--- src/router_arb_pkg.sv ---
`default_nettype none

package router_arb_pkg;

	localparam int NUM_PORTS = 5; // N, S, W, E, L.
	localparam int NUM_CAND = 4;  // A port never requests itself.
	localparam int ADDR_W = 8;
	localparam int COORD_W = 4;   // High nibble is x, low nibble is y.

	typedef logic [2:0] port_t;

	localparam port_t PORT_N = 3'd0;
	localparam port_t PORT_S = 3'd1;
	localparam port_t PORT_W = 3'd2;
	localparam port_t PORT_E = 3'd3;
	localparam port_t PORT_L = 3'd4;
	localparam port_t PORT_NONE = 3'd7; // No request pending.

	// One-hot or zero, indexed by input port code.
	typedef logic [NUM_PORTS-1:0] grant_t;

	// One-hot, bit k gives candidate k top priority.
	typedef logic [NUM_CAND-1:0] order_t;

	localparam order_t ORDER_RESET = order_t'(1);

endpackage

`default_nettype wire

--- src/yx_route.sv ---
`timescale 1ns/1ps
`default_nettype none

module yx_route (
	input  wire logic [router_arb_pkg::ADDR_W-1:0] addr_header_i,
	input  wire logic [router_arb_pkg::ADDR_W-1:0] addr_router_i,
	output router_arb_pkg::port_t                  port_o
);

	import router_arb_pkg::*;

	logic [COORD_W-1:0] dst_x;
	logic [COORD_W-1:0] dst_y;
	logic [COORD_W-1:0] cur_x;
	logic [COORD_W-1:0] cur_y;

	assign dst_x = addr_header_i[ADDR_W-1:COORD_W];
	assign dst_y = addr_header_i[COORD_W-1:0];
	assign cur_x = addr_router_i[ADDR_W-1:COORD_W];
	assign cur_y = addr_router_i[COORD_W-1:0];

	// Resolve y first, then x.
	always_comb begin
		if (dst_y > cur_y) begin
			port_o = PORT_N;
		end else if (dst_y < cur_y) begin
			port_o = PORT_S;
		end else if (dst_x > cur_x) begin
			port_o = PORT_E;
		end else if (dst_x < cur_x) begin
			port_o = PORT_W;
		end else begin
			port_o = PORT_L; // Arrived.
		end
	end

endmodule

`default_nettype wire

--- src/nexthop_reg.sv ---
`timescale 1ns/1ps
`default_nettype none

module nexthop_reg (
	input  wire logic            clk,
	input  wire logic            reset_i,
	input  wire logic            write_i,
	input  router_arb_pkg::port_t port_i,
	output router_arb_pkg::port_t port_o
);

	import router_arb_pkg::*;

	always_ff @(posedge clk) begin
		if (reset_i) begin
			port_o <= PORT_NONE;
		end else if (write_i) begin
			port_o <= port_i;
		end
	end

	// Codes 5 and 6 are never produced by the router.
	a_valid_code: assert property (@(posedge clk) disable iff (reset_i)
		write_i |=> (port_o <= PORT_L) || (port_o == PORT_NONE))
		else $error("nexthop_reg: illegal port code %0d stored", port_o);

endmodule

`default_nettype wire

--- src/rr_order_ctrl.sv ---
`timescale 1ns/1ps
`default_nettype none

module rr_order_ctrl (
	input  wire logic                                clk,
	input  wire logic                                reset_i,
	input  wire logic [router_arb_pkg::NUM_PORTS-1:0] change_order_i,
	output router_arb_pkg::order_t                   order_n_o,
	output router_arb_pkg::order_t                   order_s_o,
	output router_arb_pkg::order_t                   order_w_o,
	output router_arb_pkg::order_t                   order_e_o,
	output router_arb_pkg::order_t                   order_l_o
);

	import router_arb_pkg::*;

	order_t order_q [NUM_PORTS]; // Indexed by output port code.

	for (genvar g = 0; g < NUM_PORTS; g++) begin : g_order
		always_ff @(posedge clk) begin
			if (reset_i) begin
				order_q[g] <= ORDER_RESET;
			end else if (change_order_i[g]) begin
				// Move priority one candidate up, wrapping at the top.
				order_q[g] <= {order_q[g][NUM_CAND-2:0], order_q[g][NUM_CAND-1]};
			end
		end

		a_onehot: assert property (@(posedge clk) disable iff (reset_i)
			$onehot(order_q[g]))
			else $error("rr_order_ctrl: order %0d lost its one-hot form", g);
	end

	assign order_n_o = order_q[PORT_N];
	assign order_s_o = order_q[PORT_S];
	assign order_w_o = order_q[PORT_W];
	assign order_e_o = order_q[PORT_E];
	assign order_l_o = order_q[PORT_L];

endmodule

`default_nettype wire

--- src/rr_select.sv ---
`timescale 1ns/1ps
`default_nettype none

module rr_select #(
	parameter router_arb_pkg::port_t OUT_PORT = router_arb_pkg::PORT_N
) (
	input  router_arb_pkg::port_t  nexthop_n_i,
	input  router_arb_pkg::port_t  nexthop_s_i,
	input  router_arb_pkg::port_t  nexthop_w_i,
	input  router_arb_pkg::port_t  nexthop_e_i,
	input  router_arb_pkg::port_t  nexthop_l_i,
	input  router_arb_pkg::order_t order_i,
	output router_arb_pkg::grant_t grant_o,
	output logic                   to_cs_o
);

	import router_arb_pkg::*;

	localparam int IDX_W = $clog2(NUM_CAND);

	port_t                  nexthop [NUM_PORTS];
	logic [NUM_CAND-1:0]    req;
	logic [NUM_CAND-1:0]    at_or_above;
	logic [2*NUM_CAND-1:0]  scan;
	logic                   win_valid;
	logic [IDX_W-1:0]       win_idx;

	// Candidate k is the k-th port code other than OUT_PORT.
	function automatic port_t cand_code(input int k);
		return (k < int'(OUT_PORT)) ? port_t'(k) : port_t'(k + 1);
	endfunction

	assign nexthop[PORT_N] = nexthop_n_i;
	assign nexthop[PORT_S] = nexthop_s_i;
	assign nexthop[PORT_W] = nexthop_w_i;
	assign nexthop[PORT_E] = nexthop_e_i;
	assign nexthop[PORT_L] = nexthop_l_i;

	for (genvar k = 0; k < NUM_CAND; k++) begin : g_req
		assign req[k] = (nexthop[cand_code(k)] == OUT_PORT);
	end

	// Upper copy of req covers the wrap past the last candidate.
	assign at_or_above = ~(order_i - order_t'(1));
	assign scan = {req, req & at_or_above};

	always_comb begin
		win_valid = 1'b0;
		win_idx = '0;
		for (int i = 0; i < 2 * NUM_CAND; i++) begin
			if (!win_valid && scan[i]) begin
				win_valid = 1'b1;
				win_idx = IDX_W'(i % NUM_CAND);
			end
		end
	end

	always_comb begin
		grant_o = '0;
		for (int k = 0; k < NUM_CAND; k++) begin
			if (win_valid && win_idx == IDX_W'(k)) begin
				grant_o[cand_code(k)] = 1'b1;
			end
		end
	end

	assign to_cs_o = |grant_o;

	always_comb begin
		a_grant_onehot: assert #0 ($onehot0(grant_o))
			else $error("rr_select %0d: grant not one-hot", OUT_PORT);
		a_no_self: assert #0 (!grant_o[OUT_PORT])
			else $error("rr_select %0d: port granted to itself", OUT_PORT);
		// Any request for this output must win a grant.
		a_to_cs: assert #0 (to_cs_o == |req)
			else $error("rr_select %0d: to_cs disagrees with requests", OUT_PORT);
	end

endmodule

`default_nettype wire

--- src/arbiter.sv ---
`timescale 1ns/1ps
`default_nettype none

module arbiter (
	input  wire logic                                clk,
	input  wire logic                                reset_i,
	input  wire logic [router_arb_pkg::ADDR_W-1:0]    addr_router_i,
	input  wire logic [router_arb_pkg::ADDR_W-1:0]    header_n_i,
	input  wire logic [router_arb_pkg::ADDR_W-1:0]    header_s_i,
	input  wire logic [router_arb_pkg::ADDR_W-1:0]    header_w_i,
	input  wire logic [router_arb_pkg::ADDR_W-1:0]    header_e_i,
	input  wire logic [router_arb_pkg::ADDR_W-1:0]    header_l_i,
	input  wire logic                                nhr_write_n_i,
	input  wire logic                                nhr_write_s_i,
	input  wire logic                                nhr_write_w_i,
	input  wire logic                                nhr_write_e_i,
	input  wire logic                                nhr_write_l_i,
	input  wire logic [router_arb_pkg::NUM_PORTS-1:0] change_order_i,
	output router_arb_pkg::grant_t                   grant_n_o,
	output router_arb_pkg::grant_t                   grant_s_o,
	output router_arb_pkg::grant_t                   grant_w_o,
	output router_arb_pkg::grant_t                   grant_e_o,
	output router_arb_pkg::grant_t                   grant_l_o,
	output logic [router_arb_pkg::NUM_PORTS-1:0]      to_cs_o
);

	import router_arb_pkg::*;

	port_t route_n, route_s, route_w, route_e, route_l; // Combinational routes.
	port_t nh_n, nh_s, nh_w, nh_e, nh_l;                // Registered next-hops.
	order_t ord_n, ord_s, ord_w, ord_e, ord_l;

	yx_route u_route_n (.addr_header_i(header_n_i), .addr_router_i(addr_router_i), .port_o(route_n));
	yx_route u_route_s (.addr_header_i(header_s_i), .addr_router_i(addr_router_i), .port_o(route_s));
	yx_route u_route_w (.addr_header_i(header_w_i), .addr_router_i(addr_router_i), .port_o(route_w));
	yx_route u_route_e (.addr_header_i(header_e_i), .addr_router_i(addr_router_i), .port_o(route_e));
	yx_route u_route_l (.addr_header_i(header_l_i), .addr_router_i(addr_router_i), .port_o(route_l));

	nexthop_reg u_nh_n (.clk, .reset_i, .write_i(nhr_write_n_i), .port_i(route_n), .port_o(nh_n));
	nexthop_reg u_nh_s (.clk, .reset_i, .write_i(nhr_write_s_i), .port_i(route_s), .port_o(nh_s));
	nexthop_reg u_nh_w (.clk, .reset_i, .write_i(nhr_write_w_i), .port_i(route_w), .port_o(nh_w));
	nexthop_reg u_nh_e (.clk, .reset_i, .write_i(nhr_write_e_i), .port_i(route_e), .port_o(nh_e));
	nexthop_reg u_nh_l (.clk, .reset_i, .write_i(nhr_write_l_i), .port_i(route_l), .port_o(nh_l));

	rr_order_ctrl u_order (
		.clk,
		.reset_i,
		.change_order_i,
		.order_n_o(ord_n),
		.order_s_o(ord_s),
		.order_w_o(ord_w),
		.order_e_o(ord_e),
		.order_l_o(ord_l)
	);

	// Every selector sees all next-hops and picks those aimed at its own port.
	rr_select #(.OUT_PORT(PORT_N)) u_sel_n (
		.nexthop_n_i(nh_n), .nexthop_s_i(nh_s), .nexthop_w_i(nh_w),
		.nexthop_e_i(nh_e), .nexthop_l_i(nh_l), .order_i(ord_n),
		.grant_o(grant_n_o), .to_cs_o(to_cs_o[PORT_N])
	);

	rr_select #(.OUT_PORT(PORT_S)) u_sel_s (
		.nexthop_n_i(nh_n), .nexthop_s_i(nh_s), .nexthop_w_i(nh_w),
		.nexthop_e_i(nh_e), .nexthop_l_i(nh_l), .order_i(ord_s),
		.grant_o(grant_s_o), .to_cs_o(to_cs_o[PORT_S])
	);

	rr_select #(.OUT_PORT(PORT_W)) u_sel_w (
		.nexthop_n_i(nh_n), .nexthop_s_i(nh_s), .nexthop_w_i(nh_w),
		.nexthop_e_i(nh_e), .nexthop_l_i(nh_l), .order_i(ord_w),
		.grant_o(grant_w_o), .to_cs_o(to_cs_o[PORT_W])
	);

	rr_select #(.OUT_PORT(PORT_E)) u_sel_e (
		.nexthop_n_i(nh_n), .nexthop_s_i(nh_s), .nexthop_w_i(nh_w),
		.nexthop_e_i(nh_e), .nexthop_l_i(nh_l), .order_i(ord_e),
		.grant_o(grant_e_o), .to_cs_o(to_cs_o[PORT_E])
	);

	rr_select #(.OUT_PORT(PORT_L)) u_sel_l (
		.nexthop_n_i(nh_n), .nexthop_s_i(nh_s), .nexthop_w_i(nh_w),
		.nexthop_e_i(nh_e), .nexthop_l_i(nh_l), .order_i(ord_l),
		.grant_o(grant_l_o), .to_cs_o(to_cs_o[PORT_L])
	);

endmodule

`default_nettype wire

--- config.mk ---
export PLATFORM = sky130hd
export DESIGN_NAME = arbiter
export DESIGN_NICKNAME = d
export VERILOG_FILES = /design/src/router_arb_pkg.sv /design/src/yx_route.sv /design/src/nexthop_reg.sv /design/src/rr_order_ctrl.sv /design/src/rr_select.sv /design/src/arbiter.sv
export SDC_FILE = /design/constraint.sdc
export NUM_CORES = 1
export LEC_CHECK = 0
export ABC_AREA = 0
export CORE_MARGIN = 2
export CORE_UTILIZATION = 60
export CTS_CLUSTER_DIAMETER = 30
export DETAILED_ROUTE_END_ITERATION = 8
export DONT_BUFFER_PORTS = 1
export MAX_ROUTING_LAYER = met4
export PLACE_DENSITY_LB_ADDON = 0.1
export SLEW_MARGIN = 10
export SYNTH_ARGS = -nofsm -noshare
export SYNTH_HDL_FRONTEND = slang
export SYNTH_SLANG_ARGS = --single-unit
--- constraint.sdc ---
create_clock -name clk -period 2.7 [get_ports clk]
set_clock_uncertainty 0.1 [all_clocks]
set_input_delay 0.405 -clock clk [delete_from_list [all_inputs] [get_ports clk]]
set_output_delay 0.405 -clock clk [all_outputs]
set_load 0.02 [all_outputs]
; ---- Word-level counts from Yosys, hierarchy flattened
; Memories as Yosys holds them, arrays and structs flattened.
; Index checks and enable logic that the tools add are counted.
[totals]
reg_bits = 15
ramBits = 20
inputBits = 60
out_inout_bits = 30
elab_cells = 318
n_memories = 1
[memory_table]
columns = memory, words, width, rd, rd_ports_with_merged_regs, wr, line_no
row1 = u_order.order_q, 5, 4, 5, 0, 5, rr_order_ctrl.sv:17  ; order_t order_q [NUM_PORTS];
[classes]
n_addsub = 5
order_cmp = 20
n_eq_ne = 31
muxes = 137
n_bitwise = 15
reduce_logical = 104
[op_table]
columns = cell, n
row1 = $mux W1, 82
row2 = $mux W2, 30
row3 = $mux W3, 20
row4 = $logic_and A1 B1 Y1, 55
row5 = $gt A4 B4 Y1, 10
row6 = $lt A4 B4 Y1, 10
row7 = $logic_not A1 Y1, 35
row8 = $eq A3 B2 Y1 const B, 8
row9 = $and A4 B4 Y4, 5
row10 = $eq A2 B2 Y1 const B, 10
row11 = $mux W4, 5
row12 = $not A4 Y4, 5
row13 = $reduce_or A4 Y1, 5
row14 = $sub A4 B1 Y4 const B, 5
row15 = $eq A3 B1 Y1 const B, 4
row16 = $eq A3 B3 Y1 const B, 4
row17 = $logic_not A3 Y1, 4
row18 = $eq A2 B1 Y1 const B, 5
row19 = $logic_not A2 Y1, 5
row20 = $or A1 B1 Y1, 5

; ---- Depth between registers and ports, before layout
; An unclocked memory read counts as a cell.
[logic_depth]
depth_word = 30
depth_mapped = 7
mapped_depth_nobuf = 7

; ---- Cells and area by module
; Synthesis repeated with hierarchy kept, for this count alone.
[unflattened]
cells_unflattened = 473
area_unflattened_um2 = 4112.7
[modules_own_cells]
columns = module, n_inst, cells_per_inst, area_per_inst_um2, seq_area_each_um2
row1 = yx_route, 5, 34, 235.2, 0.0
row2 = rr_select (u_sel_l ...), 3, 42, 310.3, 0.0
row3 = rr_order_ctrl, 1, 47, 829.5, 600.6
row4 = nexthop_reg, 5, 9, 105.1, 60.1
row5 = rr_select (u_sel_e), 1, 41, 360.3, 0.0
row6 = rr_select (u_sel_n), 1, 44, 290.3, 0.0

; ---- Least setup slack after synthesis
; OpenSTA, ideal clock, no wires.
[synth_timing]
kind = flip-flop to output port
from = mem u_order.order_q[2][0] (netlist name)
to = out grant_w_o[0]
arrival_ns = 1.875
required_ns = 2.195
path_slack_ns = 0.320
stages_incl_launch_ff = 6
n_path_buf = 0
path_cell_list = edfxtp_1 -> or4_1 -> and3_4 -> o31ai_4 -> nand3b_1 -> and3b_1
[synth_lines]
columns = item, line_no
row1 = "start, declared", rr_order_ctrl.sv:17
row2 = "end, declared", arbiter.sv:21  ; output router_arb_pkg::grant_t grant_w_o,

==> results.md <==
- Critical Path AT: 2.08 ns
- Clk Latency, worst-skew pair: around 0.28 ns
- Maxcap violations: 0
- Syn_area_per_cell: ~8.4 um2
- Leakage: 1.546 nW
- First-pass GRT wire length: between 10 and 15 mm
- Remaining global-route overflow: 0
- DRT Pass-1 Iters: 5
- Post-synth top flop: edfxtp_1
- CTS clk-pin slew, worst paths: 0.07 ns
- Slew margin rel.: 51.63%
- Post-DP Area: about 3300 um2
- Outcome: completed
- Vias in the first global route: approximately 2400
- Max Root-Sink Buffers: 2
- Cell Pwr Density: 402.7 nW/um2
- Async SR Flop Fraction: 0%
- Antenna Cells: 0
- Multiplexer share of the synthesized area: 0%
- WL met2: 3.211 mm
- CTS Buf Count: 5
- # hold bufs at CTS: 0
- Largest area contributor in the netlist: edfxtp_1
- Largest family of logic cells by synthesized area: simple AND/OR/NAND/NOR gates
- Synth Area in Simple Gates: between 20% and 30%
- Worst setup SP type: flop
- DRC errors left: 0
- Worst slew pin tran: just over 0.7 ns
- RSZ-0062 raised after global routing: no
- Antenna violations before repair: 0
- Synthesis-to-finish area growth: 4.619%
- Xor/xnor share of the synthesized area: under 10%
- Iter 0 DRT Violations: about 110
- CP max FO: 5
- Setup_tns: 0 ns
- Die span in x: 77.61 um
- P_int: 934.6 uW
- CP endpoint kind: output port
- Root buffer cell: clkbuf_8
- VDD IR max: between 0.2 and 0.25 mV
- Cell Rows: 26
- Via Count: roughly 2700
- Met3 Routed Length: a little over 500 um
- Initial Utilization: between 60% and 70%
- IO buf count: 0
- Clock power frac: 26.6%
- Fin nets: roughly 500
- Flop pwr share: ~47%
- H-tree levels: 2
- Post-synthesis sequential area ratio: 27.71%
- Fmax: 0.3864 GHz
- Combinational Power Share: a little over a quarter
- Routed length per instance: 14.75 um
- Hold Violations, Final: 0
- Uppermost routed layer: met4
- DP HPWL: between 5 and 6 mm
- # setup viols final: 0
- Core Footprint: between 5000 and 6000 um2
- Routability cong.: 0.8090
- Largest net degree at the start of global routing: 26
- All-Layer GR Usage: a little under a quarter
- Die area: around 6000 um2
- Die Span Y: around 78 um
- Hold Path Class: in -> reg
- Netlist cell types: slightly above 50
- Critical path class: reg -> out
- CTS tree: built
- Final period util: 95.86%
- Post-synthesis compound-gate area fraction: 17.09%
- Worst EP required: about 2.2 ns
- Share of the synthesized area in the top cell type: ~18%
- Most common cell in the netlist: ha_1
- Switch Pwr: ~440 uW
- Largest cells by area after synthesis: edfxtp_1 18%, ha_1 17%, dfxtp_1 9.2%, a21oi_1 5.9%, inv_1 4.4%
- Met1 WL: 3.012 mm
- Share of cells above drive strength 1: between 7 and 8%
- Post-synthesis adder-cell area fraction: 17.32%
- #FFs+latches synth: 35
- Sw Share: a little under a third
- Clk sink count: 35
- Tmin final: 2.588 ns
- Post-Synthesis Cell Area: between 3000 and 4000 um2
- Yosys Warn Count: 0
- Synth top cells by count: 45 x ha_1, 38 x a21oi_1, 38 x inv_1
- Final WL: slightly below 7 mm
- Cells after Synth: around 390
- Post-DRT Antenna Nets: 0
- Max-slew violations: 0
- EDFF count, synth: 20
- I/O pin count: 90
- DR vias/cell: 5.790
- Post-route cell area: between 3000 and 4000 um2
[sequential cells by signal (all words and copies together) (netlist names)]
name,cells
u_nh_w.port_o,3
u_nh_l.port_o,3
u_nh_e.port_o,3
u_order.order_q,20
u_nh_s.port_o,3
u_nh_n.port_o,3
[cells by family (layout without fill, tap and decap cells)]
family,after synthesis,count (layout)
and+or+nand+nor,163,163
AOI/OAI and AO/OA,86,86
buffers and inverters,50,51
adders and majority gates,45,45
DFF,35,35
xor gates and xnor gates,8,8
other,1,5
[layout by cell type, fill, tap and decap left out, types with 7 or more instances in the layout]
cell and n:
ha_1 45, dfxtp_1 15, nor2b_1 19, nand3_1 7, nand2b_1 11, and2_1 14
edfxtp_1 20, nand2_1 26, a21oi_1 37, nand4_1 9, o21ai_0 10, or2_2 7
inv_1 38, nor2_1 28
[worst max-delay path, cell delays in order (launching register included)]
cell and delay [ns]:
edfxtp_1 0.44, or4_1 0.52, and3_4 0.22, nand4bb_1 0.21, nand3b_1 0.15, and3b_2 0.26
[timing repair]
item | in CTS | in global routing
endpoints found under the setup margin | 0 | 3
buffers inserted | 0 | 3
gates resized for setup | 0 | 3
hold endpoints to repair | 0 | 0
[metal layers]
metal / GRT usage (%) / up-vias
li1: - / 1385
met1: 30.64 / 1204
met2: 36.55 / 84
met3: 5.698 / 8
met4: 6.786 / 0
met5: - / -
[path summary, 6_finish.rpt]
kind | from | to | slack [ns] | cells past startpoint
setup / recovery | u_order.order_q[2][0] | grant_w_o[0] | 0.11 | 5
setup reg to reg | u_order.order_q[2][0] | u_order.order_q[2][1] | 1.60 | 2
hold / removal | reset_i | u_nh_s.port_o[2] | 0.12 | 2
hold reg to reg | u_nh_e.port_o[1] | u_nh_e.port_o[1] | 0.43 | 2
[cell type report]
class / instances / area (um2)
well taps: 70 / 87.58
inverters: 38 / 142.6
flip-flops and latches: 35 / 900.9
multi-input cells: 307 / 2151
clock buffers: 7 / 76.32
fillers: 467 / 1772
clock inverters: 1 / 5.005
repair buffers: 5 / 37.54
[power groups by stage]
stage / clock [mW] / combinational [mW] / sequential [mW]
6_report: 0.365 / 0.360 / 0.644
5_1_grt: 0.397 / 0.406 / 0.651
4_1_cts: 0.371 / 0.357 / 0.644
3_5_place_dp: 0 / 0.354 / 0.656
3_3_place_gp: 0 / 0.344 / 0.654
2_1_floorplan: 0 / 0.316 / 0.643
[metrics by stage]
| step | hold slack (ns) | utilization, % | setup slack [ns] | power, mW | std cells |
|---|---|---|---|---|---|
| 6_report | 0.1238 | 65.75 | 0.1117 | 1.370 | 463 |
| 5_1_grt | 0.1182 | 65.75 | 0.01842 | 1.455 | 463 |
| 4_1_cts | 0.1202 | 65.09 | 0.06450 | 1.372 | 460 |
| 3_5_place_dp | 0.4136 | 63.52 | 0.3875 | 1.011 | 452 |
| 3_3_place_gp | 0.4080 | 63.52 | 0.4266 | 0.9971 | 452 |
| 2_1_floorplan | 0.3907 | - | 0.3199 | 0.9589 | 392 |
Note: power is estimated with default switching activity, not from simulation.
